**src/mipsPkg.sv**
```systemverilog
package mipsPkg;

    typedef logic [31:0] wordT;
    typedef logic [4:0]  regAddrT;

    typedef enum logic [2:0] {
        aluAdd,
        aluSub,
        aluAnd,
        aluOr,
        aluXor,
        aluSlt,
        aluSll,
        aluLui
    } aluOpT;

    typedef enum logic [2:0] {
        lsNone,
        lsLb,
        lsLw,
        lsSb,
        lsSw
    } lsTypeT;

    localparam wordT    pcReset = 32'hbfc0_0000;
    localparam regAddrT regRa   = 5'd31;    // link register

    // primary opcodes
    localparam logic [5:0] opSpecial = 6'h00;
    localparam logic [5:0] opJ       = 6'h02;
    localparam logic [5:0] opJal     = 6'h03;
    localparam logic [5:0] opBeq     = 6'h04;
    localparam logic [5:0] opBne     = 6'h05;
    localparam logic [5:0] opAddiu   = 6'h09;
    localparam logic [5:0] opOri     = 6'h0d;
    localparam logic [5:0] opLui     = 6'h0f;
    localparam logic [5:0] opLb      = 6'h20;
    localparam logic [5:0] opLw      = 6'h23;
    localparam logic [5:0] opSb      = 6'h28;
    localparam logic [5:0] opSw      = 6'h2b;

    // funct field of SPECIAL
    localparam logic [5:0] fnSll  = 6'h00;
    localparam logic [5:0] fnAddu = 6'h21;
    localparam logic [5:0] fnSubu = 6'h23;
    localparam logic [5:0] fnAnd  = 6'h24;
    localparam logic [5:0] fnOr   = 6'h25;
    localparam logic [5:0] fnXor  = 6'h26;
    localparam logic [5:0] fnSlt  = 6'h2a;

endpackage
```
**src/datapath.sv**
```systemverilog
module datapath (
    input  logic             clk,
    input  logic             arstN_i,
    input  mipsPkg::wordT    instr_i,
    input  logic             iStall_i,
    input  mipsPkg::wordT    memRdata_i,
    input  logic             dStall_i,
    output mipsPkg::wordT    instAddr_o,
    output logic             instEn_o,
    output logic             memEn_o,
    output mipsPkg::wordT    memAddr_o,
    output logic [3:0]       memWen_o,
    output mipsPkg::wordT    memWdata_o,
    output logic             longestStall_o,
    output mipsPkg::wordT    debugWbPc_o,
    output logic [3:0]       debugWbRfWen_o,
    output mipsPkg::regAddrT debugWbRfWnum_o,
    output mipsPkg::wordT    debugWbRfWdata_o
);

    logic             freeze, loadUseStall, flushD, jumpD, branchTaken, rfWe;
    logic             aluImmE, regWriteE, isBranchE, branchNeE, regWriteM, regWriteW;
    logic [1:0]       fwdA, fwdB;
    logic [4:0]       saE;
    mipsPkg::wordT    jumpTarget, branchTarget, pcD, instrD, rd1E, rd2E, immE;
    mipsPkg::wordT    branchTargetE, pcE, pcM, aluOutM, storeDataM, resultM, resultW;
    mipsPkg::regAddrT rsD, rtD, rsE, rtE, dstE, dstEh, dstM, dstW;
    mipsPkg::aluOpT   aluOpE;
    mipsPkg::lsTypeT  lsTypeE, lsTypeEh, lsTypeM;

    assign debugWbRfWen_o = {4{rfWe}};

    fetchStage u_fetch (
        .clk(clk), .arstN_i(arstN_i), .stall_i(freeze | loadUseStall), .flushD_i(flushD),
        .jumpD_i(jumpD), .jumpTarget_i(jumpTarget),
        .branchTaken_i(branchTaken), .branchTarget_i(branchTarget),
        .instr_i(instr_i), .instAddr_o(instAddr_o), .instEn_o(instEn_o),
        .pcD_o(pcD), .instrD_o(instrD)
    );

    decodeStage u_decode (
        .clk(clk), .arstN_i(arstN_i), .stall_i(freeze), .bubble_i(loadUseStall),
        .pcD_i(pcD), .instrD_i(instrD),
        .weM_i(rfWe), .waM_i(debugWbRfWnum_o), .wdM_i(debugWbRfWdata_o),
        .jumpD_o(jumpD), .jumpTarget_o(jumpTarget), .rsD_o(rsD), .rtD_o(rtD),
        .rsE_o(rsE), .rtE_o(rtE), .rd1E_o(rd1E), .rd2E_o(rd2E), .immE_o(immE), .saE_o(saE),
        .aluOpE_o(aluOpE), .aluImmE_o(aluImmE), .lsTypeE_o(lsTypeE),
        .regWriteE_o(regWriteE), .dstE_o(dstE), .isBranchE_o(isBranchE),
        .branchNeE_o(branchNeE), .branchTargetE_o(branchTargetE), .pcE_o(pcE)
    );

    executeStage u_execute (
        .clk(clk), .arstN_i(arstN_i), .stall_i(freeze),
        .rd1E_i(rd1E), .rd2E_i(rd2E), .immE_i(immE), .saE_i(saE),
        .aluOpE_i(aluOpE), .aluImmE_i(aluImmE), .lsTypeE_i(lsTypeE),
        .regWriteE_i(regWriteE), .dstE_i(dstE), .isBranchE_i(isBranchE),
        .branchNeE_i(branchNeE), .branchTargetE_i(branchTargetE), .pcE_i(pcE),
        .fwdA_i(fwdA), .fwdB_i(fwdB), .resultM_i(resultM), .resultW_i(resultW),
        .branchTaken_o(branchTaken), .branchTarget_o(branchTarget),
        .pcM_o(pcM), .aluOutM_o(aluOutM), .storeDataM_o(storeDataM),
        .lsTypeM_o(lsTypeM), .regWriteM_o(regWriteM), .dstM_o(dstM),
        .lsTypeE_o(lsTypeEh), .dstE_o(dstEh)
    );

    memAccess u_mem (
        .clk(clk), .arstN_i(arstN_i), .stall_i(freeze),
        .pcM_i(pcM), .aluOutM_i(aluOutM), .storeDataM_i(storeDataM),
        .lsTypeM_i(lsTypeM), .regWriteM_i(regWriteM), .dstM_i(dstM), .memRdata_i(memRdata_i),
        .memEn_o(memEn_o), .memAddr_o(memAddr_o), .memWen_o(memWen_o), .memWdata_o(memWdata_o),
        .resultM_o(resultM), .resultFinal_o(debugWbRfWdata_o),
        .rfWe_o(rfWe), .rfWa_o(debugWbRfWnum_o),
        .resultW_o(resultW), .dstW_o(dstW), .regWriteW_o(regWriteW), .debugPc_o(debugWbPc_o)
    );

    hazardUnit u_hazard (
        .iStall_i(iStall_i), .dStall_i(dStall_i),
        .rsD_i(rsD), .rtD_i(rtD), .rsE_i(rsE), .rtE_i(rtE),
        .lsTypeE_i(lsTypeEh), .dstE_i(dstEh), .regWriteE_i(regWriteE),
        .lsTypeM_i(lsTypeM), .dstM_i(dstM), .regWriteM_i(regWriteM),
        .dstW_i(dstW), .regWriteW_i(regWriteW), .branchTaken_i(branchTaken),
        .freeze_o(freeze), .loadUseStall_o(loadUseStall), .flushD_o(flushD),
        .fwdA_o(fwdA), .fwdB_o(fwdB), .longestStall_o(longestStall_o)
    );

endmodule

```
**src/hazardUnit.sv**
```systemverilog
module hazardUnit (
    input  logic             iStall_i,
    input  logic             dStall_i,
    input  mipsPkg::regAddrT rsD_i,
    input  mipsPkg::regAddrT rtD_i,
    input  mipsPkg::regAddrT rsE_i,
    input  mipsPkg::regAddrT rtE_i,
    input  mipsPkg::lsTypeT  lsTypeE_i,
    input  mipsPkg::regAddrT dstE_i,
    input  logic             regWriteE_i,
    input  mipsPkg::lsTypeT  lsTypeM_i,
    input  mipsPkg::regAddrT dstM_i,
    input  logic             regWriteM_i,
    input  mipsPkg::regAddrT dstW_i,
    input  logic             regWriteW_i,
    input  logic             branchTaken_i,
    output logic             freeze_o,
    output logic             loadUseStall_o,
    output logic             flushD_o,
    output logic [1:0]       fwdA_o,
    output logic [1:0]       fwdB_o,
    output logic             longestStall_o
);

    function automatic logic [1:0] fwdSel(mipsPkg::regAddrT src);
        if (src == '0)
            return 2'd0;
        if (regWriteM_i && dstM_i == src)
            return 2'd1;    // newest value wins
        if (regWriteW_i && dstW_i == src)
            return 2'd2;
        return 2'd0;
    endfunction

    function automatic logic loadHits(mipsPkg::lsTypeT ls, logic we, mipsPkg::regAddrT dst);
        return (ls == mipsPkg::lsLb || ls == mipsPkg::lsLw) && we && dst != '0 &&
               (dst == rsD_i || dst == rtD_i);
    endfunction

    always_comb begin
        fwdA_o = fwdSel(rsE_i);
        fwdB_o = fwdSel(rtE_i);
        // with a taken branch leaving execute, a load in memory reaches
        // write-back in time for the delay slot to forward from it
        loadUseStall_o = (loadHits(lsTypeE_i, regWriteE_i, dstE_i) ||
                          loadHits(lsTypeM_i, regWriteM_i, dstM_i)) && !branchTaken_i;
    end

    assign freeze_o       = iStall_i | dStall_i;
    assign longestStall_o = iStall_i | dStall_i;
    assign flushD_o       = branchTaken_i;

endmodule

```
**src/memAccess.sv**
```systemverilog
module memAccess (
    input  logic             clk,
    input  logic             arstN_i,
    input  logic             stall_i,
    input  mipsPkg::wordT    pcM_i,
    input  mipsPkg::wordT    aluOutM_i,
    input  mipsPkg::wordT    storeDataM_i,
    input  mipsPkg::lsTypeT  lsTypeM_i,
    input  logic             regWriteM_i,
    input  mipsPkg::regAddrT dstM_i,
    input  mipsPkg::wordT    memRdata_i,
    output logic             memEn_o,
    output mipsPkg::wordT    memAddr_o,
    output logic [3:0]       memWen_o,
    output mipsPkg::wordT    memWdata_o,
    output mipsPkg::wordT    resultM_o,
    output mipsPkg::wordT    resultFinal_o,
    output logic             rfWe_o,
    output mipsPkg::regAddrT rfWa_o,
    output mipsPkg::wordT    resultW_o,
    output mipsPkg::regAddrT dstW_o,
    output logic             regWriteW_o,
    output mipsPkg::wordT    debugPc_o
);

    logic       isLoad, isStore;
    logic [1:0] lane;
    logic [7:0] loadByte;

    assign lane     = aluOutM_i[1:0];
    assign isLoad   = lsTypeM_i == mipsPkg::lsLb || lsTypeM_i == mipsPkg::lsLw;
    assign isStore  = lsTypeM_i == mipsPkg::lsSb || lsTypeM_i == mipsPkg::lsSw;
    assign loadByte = memRdata_i[8*lane +: 8];

    assign memEn_o    = isLoad | isStore;
    assign memAddr_o  = aluOutM_i;
    assign memWdata_o = (lsTypeM_i == mipsPkg::lsSb) ? {4{storeDataM_i[7:0]}} : storeDataM_i;
    assign memWen_o   = (lsTypeM_i == mipsPkg::lsSw) ? 4'hf :
                        (lsTypeM_i == mipsPkg::lsSb) ? 4'b0001 << lane : 4'h0;

    assign resultM_o     = aluOutM_i;     // load data too late for forwarding
    assign resultFinal_o = !isLoad                     ? aluOutM_i :
                           (lsTypeM_i == mipsPkg::lsLb) ? {{24{loadByte[7]}}, loadByte} :
                                                          memRdata_i;
    assign rfWe_o    = regWriteM_i & ~stall_i;
    assign rfWa_o    = dstM_i;
    assign debugPc_o = pcM_i;

    // MEM/WB, feeds forwarding only
    always_ff @(posedge clk or negedge arstN_i) begin
        if (!arstN_i)
            regWriteW_o <= 1'b0;
        else if (!stall_i)
            regWriteW_o <= regWriteM_i;
    end

    always_ff @(posedge clk) begin
        if (!stall_i) begin
            resultW_o <= resultFinal_o;
            dstW_o    <= dstM_i;
        end
    end

    wordAligned: assert property (@(posedge clk) disable iff (!arstN_i)
        (lsTypeM_i == mipsPkg::lsLw || lsTypeM_i == mipsPkg::lsSw) |-> lane == 2'b00);

endmodule

```
**src/executeStage.sv**
```systemverilog
module executeStage (
    input  logic             clk,
    input  logic             arstN_i,
    input  logic             stall_i,
    input  mipsPkg::wordT    rd1E_i,
    input  mipsPkg::wordT    rd2E_i,
    input  mipsPkg::wordT    immE_i,
    input  logic [4:0]       saE_i,
    input  mipsPkg::aluOpT   aluOpE_i,
    input  logic             aluImmE_i,
    input  mipsPkg::lsTypeT  lsTypeE_i,
    input  logic             regWriteE_i,
    input  mipsPkg::regAddrT dstE_i,
    input  logic             isBranchE_i,
    input  logic             branchNeE_i,
    input  mipsPkg::wordT    branchTargetE_i,
    input  mipsPkg::wordT    pcE_i,
    input  logic [1:0]       fwdA_i,
    input  logic [1:0]       fwdB_i,
    input  mipsPkg::wordT    resultM_i,
    input  mipsPkg::wordT    resultW_i,
    output logic             branchTaken_o,
    output mipsPkg::wordT    branchTarget_o,
    output mipsPkg::wordT    pcM_o,
    output mipsPkg::wordT    aluOutM_o,
    output mipsPkg::wordT    storeDataM_o,
    output mipsPkg::lsTypeT  lsTypeM_o,
    output logic             regWriteM_o,
    output mipsPkg::regAddrT dstM_o,
    output mipsPkg::lsTypeT  lsTypeE_o,
    output mipsPkg::regAddrT dstE_o
);

    mipsPkg::wordT srcA, rtVal, srcB, aluOut;

    // 1 = memory stage, 2 = write-back
    assign srcA  = (fwdA_i == 2'd1) ? resultM_i :
                   (fwdA_i == 2'd2) ? resultW_i : rd1E_i;
    assign rtVal = (fwdB_i == 2'd1) ? resultM_i :
                   (fwdB_i == 2'd2) ? resultW_i : rd2E_i;
    assign srcB  = aluImmE_i ? immE_i : rtVal;

    always_comb begin
        case (aluOpE_i)
            mipsPkg::aluSub: aluOut = srcA - srcB;
            mipsPkg::aluAnd: aluOut = srcA & srcB;
            mipsPkg::aluOr:  aluOut = srcA | srcB;
            mipsPkg::aluXor: aluOut = srcA ^ srcB;
            mipsPkg::aluSlt: aluOut = {31'b0, $signed(srcA) < $signed(srcB)};
            mipsPkg::aluSll: aluOut = srcB << saE_i;
            mipsPkg::aluLui: aluOut = {srcB[15:0], 16'b0};
            default:         aluOut = srcA + srcB;
        endcase
    end

    assign branchTaken_o  = isBranchE_i & ((srcA == rtVal) ^ branchNeE_i);
    assign branchTarget_o = branchTargetE_i;
    assign lsTypeE_o      = lsTypeE_i;
    assign dstE_o         = dstE_i;

    // EX/MEM
    always_ff @(posedge clk or negedge arstN_i) begin
        if (!arstN_i) begin
            lsTypeM_o   <= mipsPkg::lsNone;
            regWriteM_o <= 1'b0;
        end else if (!stall_i) begin
            lsTypeM_o   <= lsTypeE_i;
            regWriteM_o <= regWriteE_i;
        end
    end

    always_ff @(posedge clk) begin
        if (!stall_i) begin
            pcM_o        <= pcE_i;
            aluOutM_o    <= aluOut;
            storeDataM_o <= rtVal;     // forwarded rt for stores
            dstM_o       <= dstE_i;
        end
    end

endmodule

```
**src/decodeStage.sv**
```systemverilog
module decodeStage (
    input  logic                    clk,
    input  logic                    arstN_i,
    input  logic                    stall_i,
    input  logic                    bubble_i,
    input  mipsPkg::wordT           pcD_i,
    input  mipsPkg::wordT           instrD_i,
    input  logic                    weM_i,
    input  mipsPkg::regAddrT        waM_i,
    input  mipsPkg::wordT           wdM_i,
    output logic                    jumpD_o,
    output mipsPkg::wordT           jumpTarget_o,
    output mipsPkg::regAddrT        rsD_o,
    output mipsPkg::regAddrT        rtD_o,
    output mipsPkg::regAddrT        rsE_o,
    output mipsPkg::regAddrT        rtE_o,
    output mipsPkg::wordT           rd1E_o,
    output mipsPkg::wordT           rd2E_o,
    output mipsPkg::wordT           immE_o,
    output logic [4:0]              saE_o,
    output mipsPkg::aluOpT          aluOpE_o,
    output logic                    aluImmE_o,
    output mipsPkg::lsTypeT         lsTypeE_o,
    output logic                    regWriteE_o,
    output mipsPkg::regAddrT        dstE_o,
    output logic                    isBranchE_o,
    output logic                    branchNeE_o,
    output mipsPkg::wordT           branchTargetE_o,
    output mipsPkg::wordT           pcE_o
);

    logic [5:0]       op;
    logic [5:0]       funct;
    mipsPkg::regAddrT rs, rt, rd, dst;
    mipsPkg::wordT    rd1, rd2, imm, pcPlus4;
    mipsPkg::aluOpT   aluOp;
    mipsPkg::lsTypeT  lsType;
    logic             signExt, aluImm, regWrite, dstRt, isBranch, branchNe, isJal;
    logic             legal;     // opcode and funct are supported

    assign op    = instrD_i[31:26];
    assign rs    = instrD_i[25:21];
    assign rt    = instrD_i[20:16];
    assign rd    = instrD_i[15:11];
    assign funct = instrD_i[5:0];

    regFile u_regFile (
        .clk(clk),
        .we_i(weM_i), .wa_i(waM_i), .wd_i(wdM_i),
        .ra1_i(rs), .ra2_i(rt),
        .rd1_o(rd1), .rd2_o(rd2)
    );

    always_comb begin
        aluOp    = mipsPkg::aluAdd;
        lsType   = mipsPkg::lsNone;
        signExt  = 1'b1;
        aluImm   = 1'b1;
        regWrite = 1'b0;
        dstRt    = 1'b1;
        isBranch = 1'b0;
        branchNe = 1'b0;
        jumpD_o  = 1'b0;
        isJal    = 1'b0;
        legal    = 1'b1;
        case (op)
            mipsPkg::opSpecial: begin
                aluImm   = 1'b0;
                dstRt    = 1'b0;
                regWrite = instrD_i != '0;     // all-zero word is a nop
                case (funct)
                    mipsPkg::fnSll:  aluOp = mipsPkg::aluSll;
                    mipsPkg::fnAddu: aluOp = mipsPkg::aluAdd;
                    mipsPkg::fnSubu: aluOp = mipsPkg::aluSub;
                    mipsPkg::fnAnd:  aluOp = mipsPkg::aluAnd;
                    mipsPkg::fnOr:   aluOp = mipsPkg::aluOr;
                    mipsPkg::fnXor:  aluOp = mipsPkg::aluXor;
                    mipsPkg::fnSlt:  aluOp = mipsPkg::aluSlt;
                    default: begin
                        regWrite = 1'b0;
                        legal    = 1'b0;
                    end
                endcase
            end
            mipsPkg::opJ: jumpD_o = 1'b1;
            mipsPkg::opJal: begin
                jumpD_o  = 1'b1;
                isJal    = 1'b1;
                regWrite = 1'b1;
            end
            mipsPkg::opBeq: isBranch = 1'b1;
            mipsPkg::opBne: begin
                isBranch = 1'b1;
                branchNe = 1'b1;
            end
            mipsPkg::opAddiu: regWrite = 1'b1;
            mipsPkg::opOri: begin
                aluOp    = mipsPkg::aluOr;
                signExt  = 1'b0;
                regWrite = 1'b1;
            end
            mipsPkg::opLui: begin
                aluOp    = mipsPkg::aluLui;
                signExt  = 1'b0;
                regWrite = 1'b1;
            end
            mipsPkg::opLb: begin
                lsType   = mipsPkg::lsLb;
                regWrite = 1'b1;
            end
            mipsPkg::opLw: begin
                lsType   = mipsPkg::lsLw;
                regWrite = 1'b1;
            end
            mipsPkg::opSb: lsType = mipsPkg::lsSb;
            mipsPkg::opSw: lsType = mipsPkg::lsSw;
            default: legal = 1'b0;
        endcase
    end

    assign imm          = signExt ? {{16{instrD_i[15]}}, instrD_i[15:0]} : {16'b0, instrD_i[15:0]};
    assign pcPlus4      = pcD_i + 32'd4;
    assign jumpTarget_o = {pcPlus4[31:28], instrD_i[25:0], 2'b00};
    assign dst          = isJal ? mipsPkg::regRa : dstRt ? rt : rd;
    assign rsD_o        = rs;
    assign rtD_o        = rt;

    // ID/EX control
    always_ff @(posedge clk or negedge arstN_i) begin
        if (!arstN_i) begin
            regWriteE_o <= 1'b0;
            lsTypeE_o   <= mipsPkg::lsNone;
            isBranchE_o <= 1'b0;
        end else if (!stall_i) begin
            regWriteE_o <= regWrite & ~bubble_i;
            lsTypeE_o   <= bubble_i ? mipsPkg::lsNone : lsType;
            isBranchE_o <= isBranch & ~bubble_i;
        end
    end

    always_ff @(posedge clk) begin
        if (!stall_i) begin
            rsE_o           <= isJal ? '0 : rs;   // jal adds pc+8 and zero, nothing to forward
            rtE_o           <= rt;
            rd1E_o          <= isJal ? pcD_i + 32'd8 : rd1;
            rd2E_o          <= rd2;
            immE_o          <= isJal ? '0 : imm;
            saE_o           <= instrD_i[10:6];
            aluOpE_o        <= aluOp;
            aluImmE_o       <= aluImm;
            dstE_o          <= dst;
            branchNeE_o     <= branchNe;
            branchTargetE_o <= pcPlus4 + {imm[29:0], 2'b00};
            pcE_o           <= pcD_i;
        end
    end

    // only kept instructions may reach decode
    decodeLegal: assert property (@(posedge clk) disable iff (!arstN_i)
        legal);

endmodule

```
**src/regFile.sv**
```systemverilog
module regFile (
    input  logic             clk,
    input  logic             we_i,
    input  mipsPkg::regAddrT wa_i,
    input  mipsPkg::wordT    wd_i,
    input  mipsPkg::regAddrT ra1_i,
    input  mipsPkg::regAddrT ra2_i,
    output mipsPkg::wordT    rd1_o,
    output mipsPkg::wordT    rd2_o
);

    mipsPkg::wordT regs [32];

    always_ff @(posedge clk) begin
        if (we_i && wa_i != '0)
            regs[wa_i] <= wd_i;
    end

    // same-cycle write shows up on the read ports
    assign rd1_o = (ra1_i == '0)               ? '0   :
                   (we_i && wa_i == ra1_i)     ? wd_i : regs[ra1_i];
    assign rd2_o = (ra2_i == '0)               ? '0   :
                   (we_i && wa_i == ra2_i)     ? wd_i : regs[ra2_i];

endmodule

```
**src/fetchStage.sv**
```systemverilog
module fetchStage (
    input  logic          clk,
    input  logic          arstN_i,
    input  logic          stall_i,
    input  logic          flushD_i,
    input  logic          jumpD_i,
    input  mipsPkg::wordT jumpTarget_i,
    input  logic          branchTaken_i,
    input  mipsPkg::wordT branchTarget_i,
    input  mipsPkg::wordT instr_i,
    output mipsPkg::wordT instAddr_o,
    output logic          instEn_o,
    output mipsPkg::wordT pcD_o,
    output mipsPkg::wordT instrD_o
);

    mipsPkg::wordT pc;
    mipsPkg::wordT pcNext;
    logic          fetchOn;     // first cycle after reset release

    // branch correction beats a jump in decode
    assign pcNext = branchTaken_i ? branchTarget_i :
                    jumpD_i       ? jumpTarget_i   : pc + 32'd4;

    always_ff @(posedge clk or negedge arstN_i) begin
        if (!arstN_i) begin
            pc      <= mipsPkg::pcReset;
            fetchOn <= 1'b0;
        end else begin
            fetchOn <= 1'b1;
            if (fetchOn && !stall_i)
                pc <= pcNext;
        end
    end

    // IF/ID, zero word is a no-op
    always_ff @(posedge clk or negedge arstN_i) begin
        if (!arstN_i)
            instrD_o <= '0;
        else if (!stall_i)
            instrD_o <= (flushD_i || !fetchOn) ? '0 : instr_i;
    end

    always_ff @(posedge clk) begin
        if (!stall_i)
            pcD_o <= pc;
    end

    assign instAddr_o = pc;
    assign instEn_o   = fetchOn;

    pcAligned: assert property (@(posedge clk) disable iff (!arstN_i)
        pc[1:0] == 2'b00);

endmodule

```
**config.mk**
```make
export PLATFORM = sky130hd
export DESIGN_NAME = datapath
export DESIGN_NICKNAME = d
export VERILOG_FILES = /design/src/mipsPkg.sv /design/src/datapath.sv /design/src/hazardUnit.sv /design/src/memAccess.sv /design/src/executeStage.sv /design/src/decodeStage.sv /design/src/regFile.sv /design/src/fetchStage.sv
export SDC_FILE = /design/constraint.sdc
export NUM_CORES = 2
export LEC_CHECK = 0
export BUFFER_PORTS_ARGS = -buffer_cell sky130_fd_sc_hd__buf_2
export CAP_MARGIN = 20
export CELL_PAD_IN_SITES_DETAIL_PLACEMENT = 0
export CELL_PAD_IN_SITES_GLOBAL_PLACEMENT = 2
export CORE_ASPECT_RATIO = 0.6
export CORE_MARGIN = 1.5
export CORE_UTILIZATION = 25
export DETAILED_ROUTE_END_ITERATION = 8
export GPL_TIMING_DRIVEN = 0
export PLACE_DENSITY_LB_ADDON = 0.3
export SYNTH_ARGS = -nofsm -noshare
export SYNTH_HDL_FRONTEND = slang
export SYNTH_SLANG_ARGS = --single-unit
```
**constraint.sdc**
```tcl
create_clock -name clk -period 46.3 [get_ports clk]
set_input_delay 4.63 -clock clk [delete_from_list [all_inputs] [get_ports clk]]
set_output_delay 4.63 -clock clk [all_outputs]
set_load 0.02 [all_outputs]
```
After elaboration in Yosys (flattened, before gate mapping)
Memories as Yosys holds them, arrays and structs flattened. A register that Yosys moved wholly into a read port is not among the register bits.
Cells that the tools add are included.
{"block": "classes", "addsub": 6, "reduce_logical": 40, "shifts": 3, "magnitude_cmp": 1, "n_eq_ne": 43, "mux": 56, "bitwise_logic": 13}
{"cell": "$mux 32", "count": 14}
{"cell": "$pmux 32 s7", "count": 1}
{"cell": "$add 32x3->32 const B", "count": 2}
{"cell": "$add 32x32->32", "count": 2}
{"cell": "$eq 6x6->1 const B", "count": 10}
{"cell": "$eq 5x5->1", "count": 8}
{"cell": "$add 32x4->32 const B", "count": 1}
{"cell": "$and 32x32->32", "count": 1}
{"cell": "$eq 32x32->1", "count": 1}
{"cell": "$lt 32x32->1", "count": 1}
{"cell": "$or 32x32->32", "count": 1}
{"cell": "$reduce_bool 32->1", "count": 1}
{"cell": "$shiftx 32x6->8", "count": 1}
{"cell": "$shl 32x5->32", "count": 1}
{"cell": "$sub 32x32->32", "count": 1}
{"cell": "$xor 32x32->32", "count": 1}
{"cell": "$mux 30", "count": 1}
{"cell": "$mux 2", "count": 12}
{"cell": "$logic_not 5->1", "count": 4}
{"cell": "$mux 1", "count": 20}
{"cell": "$eq 6x4->1 const B", "count": 3}
{"cell": "$pmux 3 s6", "count": 1}
{"cell": "$eq 3x2->1 const B", "count": 5}
{"cell": "$eq 3x3->1 const B", "count": 5}
{"cell": "25 further kinds", "count": 64}
{"block": "totals", "register_bits": 397, "input_bits": 68, "out_inout_bits": 176, "mem_bits_rw": 1024, "memories": 1, "word_cells": 191}
{"name": "u_decode.u_regFile.regs", "words": 32, "word_bits": 32, "read_ports": 2, "rd_clocked_by_memory_dff": 1, "wr": 1, "line": "regFile.sv:12", "text": "mipsPkg::wordT regs [32];"}

Longest topological paths before layout
{"block": "logic_depth", "depth_word": 20, "depth_mapped": 24, "ltp_nobuf": 21}

By module
A second synthesis with hierarchy kept.
{"block": "unflattened", "hier_cells": 5745, "hier_area_um2": 78760.5}
{"mod": "regFile", "area_per_inst_um2": 47951.0, "seq_area_each_um2": 30749.5, "instances": 1, "cells_per_inst": 2524}
{"mod": "executeStage", "area_per_inst_um2": 13411.6, "seq_area_each_um2": 3133.0, "instances": 1, "cells_per_inst": 1605}
{"mod": "decodeStage", "area_per_inst_um2": 9177.6, "seq_area_each_um2": 5200.0, "instances": 1, "cells_per_inst": 786}
{"mod": "fetchStage", "area_per_inst_um2": 4545.6, "seq_area_each_um2": 2598.7, "instances": 1, "cells_per_inst": 408}
{"mod": "memAccess", "area_per_inst_um2": 3016.6, "seq_area_each_um2": 1136.1, "instances": 1, "cells_per_inst": 332}
{"mod": "hazardUnit", "area_per_inst_um2": 621.8, "seq_area_each_um2": 0.0, "instances": 1, "cells_per_inst": 85}
{"mod": "datapath", "area_per_inst_um2": 36.3, "seq_area_each_um2": 0.0, "instances": 1, "cells_per_inst": 5}

Least setup slack after synthesis
No wires, ideal clock.
{"block": "synth_path", "kind": "input port to output port", "start": "input port iStall_i", "end": "output port debugWbRfWen_o[0]", "path_slack_ns": 21.745, "n_path_buf": 1, "required_ns": 41.670, "path_stages": 4, "t_arrival_ns": 19.925, "cell_sequence": "nor2_1 -> nand2_1 -> inv_1 -> buf_4"}
{"block": "synth_between", "elab_chain_cells": 3}
{"item": "start, declared", "line": "datapath.sv:5", "text": "input logic iStall_i,"}
{"item": "$or 1x1->1", "line": "hazardUnit.sv:49", "text": "assign freeze_o = iStall_i | dStall_i;"}
{"item": "$not 1->1", "line": "memAccess.sv:45", "text": "assign rfWe_o = regWriteM_i & ~stall_i;"}
{"item": "$and 1x1->1", "line": "memAccess.sv:45"}
{"item": "end, declared", "line": "datapath.sv:16", "text": "output logic [3:0] debugWbRfWen_o,"}
Every way passes these cells.

Final worst setup path
{"block": "layout_path", "start": "input port memRdata_i[15]", "end": "output port debugWbRfWdata_o[17]"}
{"block": "layout_between", "elab_chain_cells": 3}
{"item": "start, declared", "line": "datapath.sv:6", "text": "input mipsPkg::wordT memRdata_i,"}
{"item": "$shiftx 32x6->8", "line": "memAccess.sv:33", "text": "assign loadByte = memRdata_i[8*lane +: 8];"}
{"item": "$mux 32", "line": "memAccess.sv:43", "text": "(lsTypeM_i == mipsPkg::lsLb) ? {{24{loadByte[7]}}, loadByte} :"}
{"item": "$mux 32", "line": "memAccess.sv:42", "text": "assign resultFinal_o = !isLoad ? aluOutM_i :"}
{"item": "end, declared", "line": "datapath.sv:18", "text": "output mipsPkg::wordT debugWbRfWdata_o"}
Every way passes these cells.

==> impl_metrics.py <==
metrics = {
    "logic_synthesis": {
        "syn_avg_cell_area_sq_um": 15.25,
        "synthesis.area_sq_um": 75050,
        "ys_types": 82,
        "synth-edff-count": 1363,
        "syn-instance-count": 4920,
        "yosysSeqAreaShare": 0.5705,
        "synthArstFlopShare": 0.05216,
        "yosysWarnings": 0,
        "ys_ff_latch": 1438,
        "ys.flop_type": "edfxtp_1",
    },
    "clocking": {
        "cts_tree": "done",
        "cts_resized": 0,
        "ctsLongestPathBuffers": 4,
        "cts_num_sinks": 1438,
        "clock-root-buffer": "clkbuf_16",
        "insertion_delay_ns": 0.83,
        "holdBufCountCts": 0,
        "htree_levels": 4,
        "post_cts_buffers": 0,
        "path_clk_slew_ns": 0.06,
        "cts_buffers": 150,
    },
    "critical_path": {
        "arrival_ns": 7.15,
        "crit_family": "buffers and inverters",
        "crit_path_end_kind": "output port",
        "max_stage_delay_ns": 0.57,
        "crit_chain": "buf_2, mux4_2, nor2b_1, clkbuf_1, clkbuf_1, a21oi_1, a21oi_4, buf_12, buf_2",
        "ff2ff_path_depth": 23,
        "slowest_stage": "a21oi_4",
        "reg2reg_slack_ns": 36.56,
        "crit_type": "in -> out",
        "start_kind": "primary input",
        "critPathBufInv": 5,
        "r2r-start": "u_execute.dstM_o[0]",
        "reg2reg_to": "u_execute.aluOutM_o[0]",
        "path_max_fanout": 29,
        "cp.required_ns": 41.67,
    },
    "drt": {
        "drc_errors": 0,
        "wire_per_inst_um": 37.29,
        "ant_nets": 0,
        "vias": 54330,
        "drtIter0Drc": 9319,
        "viasPerCell": 5.617,
        "drt-total-wl_um": 360700,
        "dr.pass1.iters": 6,
    },
    "die": {
        "row_count": 155,
        "die_w_um": 710.4,
        "core_area_sq_um": 297900,
        "initial_core_util": 0.2519,
        "dieHeight_um": 427.4,
        "dieArea_sq_um": 303600,
        "ios": 244,
    },
    "status": {
        "violations": "max-slew violations",
        "status": "finished with violations",
    },
    "min_path": {
        "hold_path_class": "reg -> reg",
        "whs_endpoint": "u_execute.pcM_o[23]",
        "hold_start": "u_decode.pcE_o[23]",
        "hold_path_depth": 0,
    },
    "placement": {
        "gp_congestion": 0.9916,
        "dpl.hpwl_um": 280600,
        "io_buffers": 243,
    },
    "sta": {
        "holdWs_ns": 0.4001,
        "setup-violations-final": 0,
        "fmax_mhz": 84.87,
        "rsz0062_at_grt": "no",
        "max-slew-margin-rel": -0.02125,
        "min_period_over_period": 0.2545,
        "hold_violations": 0,
        "tightest_slew_ns": 1.532,
        "finClkSkew_ns": 0.05780,
        "period_needed_ns": 11.78,
        "maxSlewViolCount": 3,
        "setup_tns_ns": 0,
    },
    "cells_and_area": {
        "fin_util": 0.3032,
        "final_common_cell": "edfxtp_1",
        "nets": 5753,
        "mostFrequentLayoutCells": "edfxtp_1 (1363), mux4_2 (668), nand2_1 (305)",
        "drive_gt1_frac": 0.2717,
        "syn_to_final_growth_pct": 20.36,
    },
    "global_routing": {
        "globalRoute.totalOverflow": 0,
        "grt_pass1_wl_um": 471100,
        "grt_pass1_vias": 49460,
        "grt_usage": 0.2310,
        "antenna_found_initial": 38,
        "grt_max_degree": 58,
    },
    "pwr": {
        "p_leak_nw": 29.92,
        "pwr_density_cell_nw_per_um2": 43.74,
        "peakVddDrop_v": 0.00002495,
    },
    "job": {
        "maxCapViolCount": 0,
    },
}
==> layout make-up <==
type / instances / area (sq um)
antenna: 11 / 27.53
buffer: 372 / 1575
clock buffer: 185 / 3938
clock inverter: 71 / 778.2
fill: 29590 / 207600
inverter: 180 / 675.6
multi-input combinational: 2961 / 30790
sequential: 1438 / 42820
tap: 4003 / 5009
timing repair buffer: 451 / 4722
==> state kept, by name, indices dropped and copies added, names as in the netlist, 18 cells and up <==
register and flops:
u_execute.pcM_o 32, u_decode.pcE_o 32, u_decode.rd2E_o 32, u_execute.storeDataM_o 32, u_decode.u_regFile.regs 1024, u_mem.resultW_o 32, u_decode.immE_o 18, u_execute.aluOutM_o 32
u_decode.branchTargetE_o 30, u_decode.rd1E_o 32, u_fetch.instrD_o 32, u_fetch.pcD_o 32, u_fetch.instAddr_o 32
==> worst max path at each step <==
stage	from	endpoint	slack, ns	depth (start not counted)
2_1_floorplan	iStall_i	debugWbRfWen_o[0]	21.75	4
3_3_place_gp	iStall_i	u_decode.u_regFile.regs[13][0]	9.89	6
3_5_place_dp	dStall_i	debugWbRfWen_o[1]	34.52	9
4_1_cts	dStall_i	debugWbRfWen_o[1]	34.53	9
5_1_grt	dStall_i	debugWbRfWen_o[3]	34.38	9
6_report	memRdata_i[15]	debugWbRfWdata_o[17]	34.52	9
==> power breakdown <==
part	total [mW]	switching (mW)	leakage, nW	internal, mW
logic	1.09	0.713	14.3	0.374
registers	1.62	0.0759	13.3	1.55
clock network	1.24	0.550	2.30	0.694
total	3.95	1.34	29.9	2.61
==> layer usage <==
metal | track usage | vias up | share of wire
li1 | - | 21060 | -
met1 | 0.3830 | 29420 | 0.49
met2 | 0.2745 | 3507 | 0.36
met3 | 0.08542 | 342 | 0.13
met4 | 0.03851 | 6 | 0.018
met5 | 0 | - | 0.00010
==> kinds of logic (layout without fill, tap and decap cells) <==
group           Yosys count  count (layout)  synth area share
xor+xnor                213             213           0.02486
mux                     830             830            0.2223
buf+inv                 552            1259           0.02934
compound gates          887             887           0.07812
flops                  1438            1438            0.5705
simple gates            867             867           0.05263
fa+ha+maj               131             131           0.02214
other cells               2              44         0.0001001
==> worst register-to-register path: cells and delay by family, from the launching register on <==
kind / cells / cell delay [ns]
buf+inv: 3 / 1.02
flops: 1 / 0.52
compound gates: 14 / 6.09
fa+ha+maj: 2 / 0.90
simple gates: 3 / 0.78
xor+xnor: 1 / 0.13
==> synthesized netlist by cell type (17+ instances only) <==
cell,count,area [sq um]
o22ai_1,62,387.9
and2_1,38,237.7
o21ai_1,17,85.08
mux4_2,668,15040
nand2_1,305,1145
o21ai_0,185,925.9
a22oi_1,31,232.7
o211a_1,60,600.6
ha_1,128,1602
dfrtp_1,66,1652
nand3_1,85,425.4
xor2_1,81,709.4
mux2i_1,147,1471
buf_1,83,311.6
a211oi_1,50,375.4
o21bai_1,17,127.6
xnor2_1,132,1156
nor2_1,238,893.4
and3_1,23,143.9
o211ai_1,17,127.6
a31oi_1,43,269.0
edfxtp_1,1363,40930
buf_2,26,130.1
nor3_1,51,255.2
nand2b_1,20,125.1
a21oi_1,227,1136
nand4_1,32,200.2
inv_1,173,649.4
a21o_1,22,165.2
clkbuf_1,241,904.6
a221oi_1,55,481.7
==> through the flow <==
stage               setup slack, ns  std cells  area (sq um)  total power, mW
floorplan                     21.75       4951         75170            2.172
global placement              9.887       9197         81390            2.646
detailed placement            34.52       9393         85450            2.697
CTS                           34.53       9649         90170            3.930
global route                  34.38       9661         90300            4.056
finish                        34.52       9672         90330            3.951
Note: power is estimated with default switching activity, not from simulation.
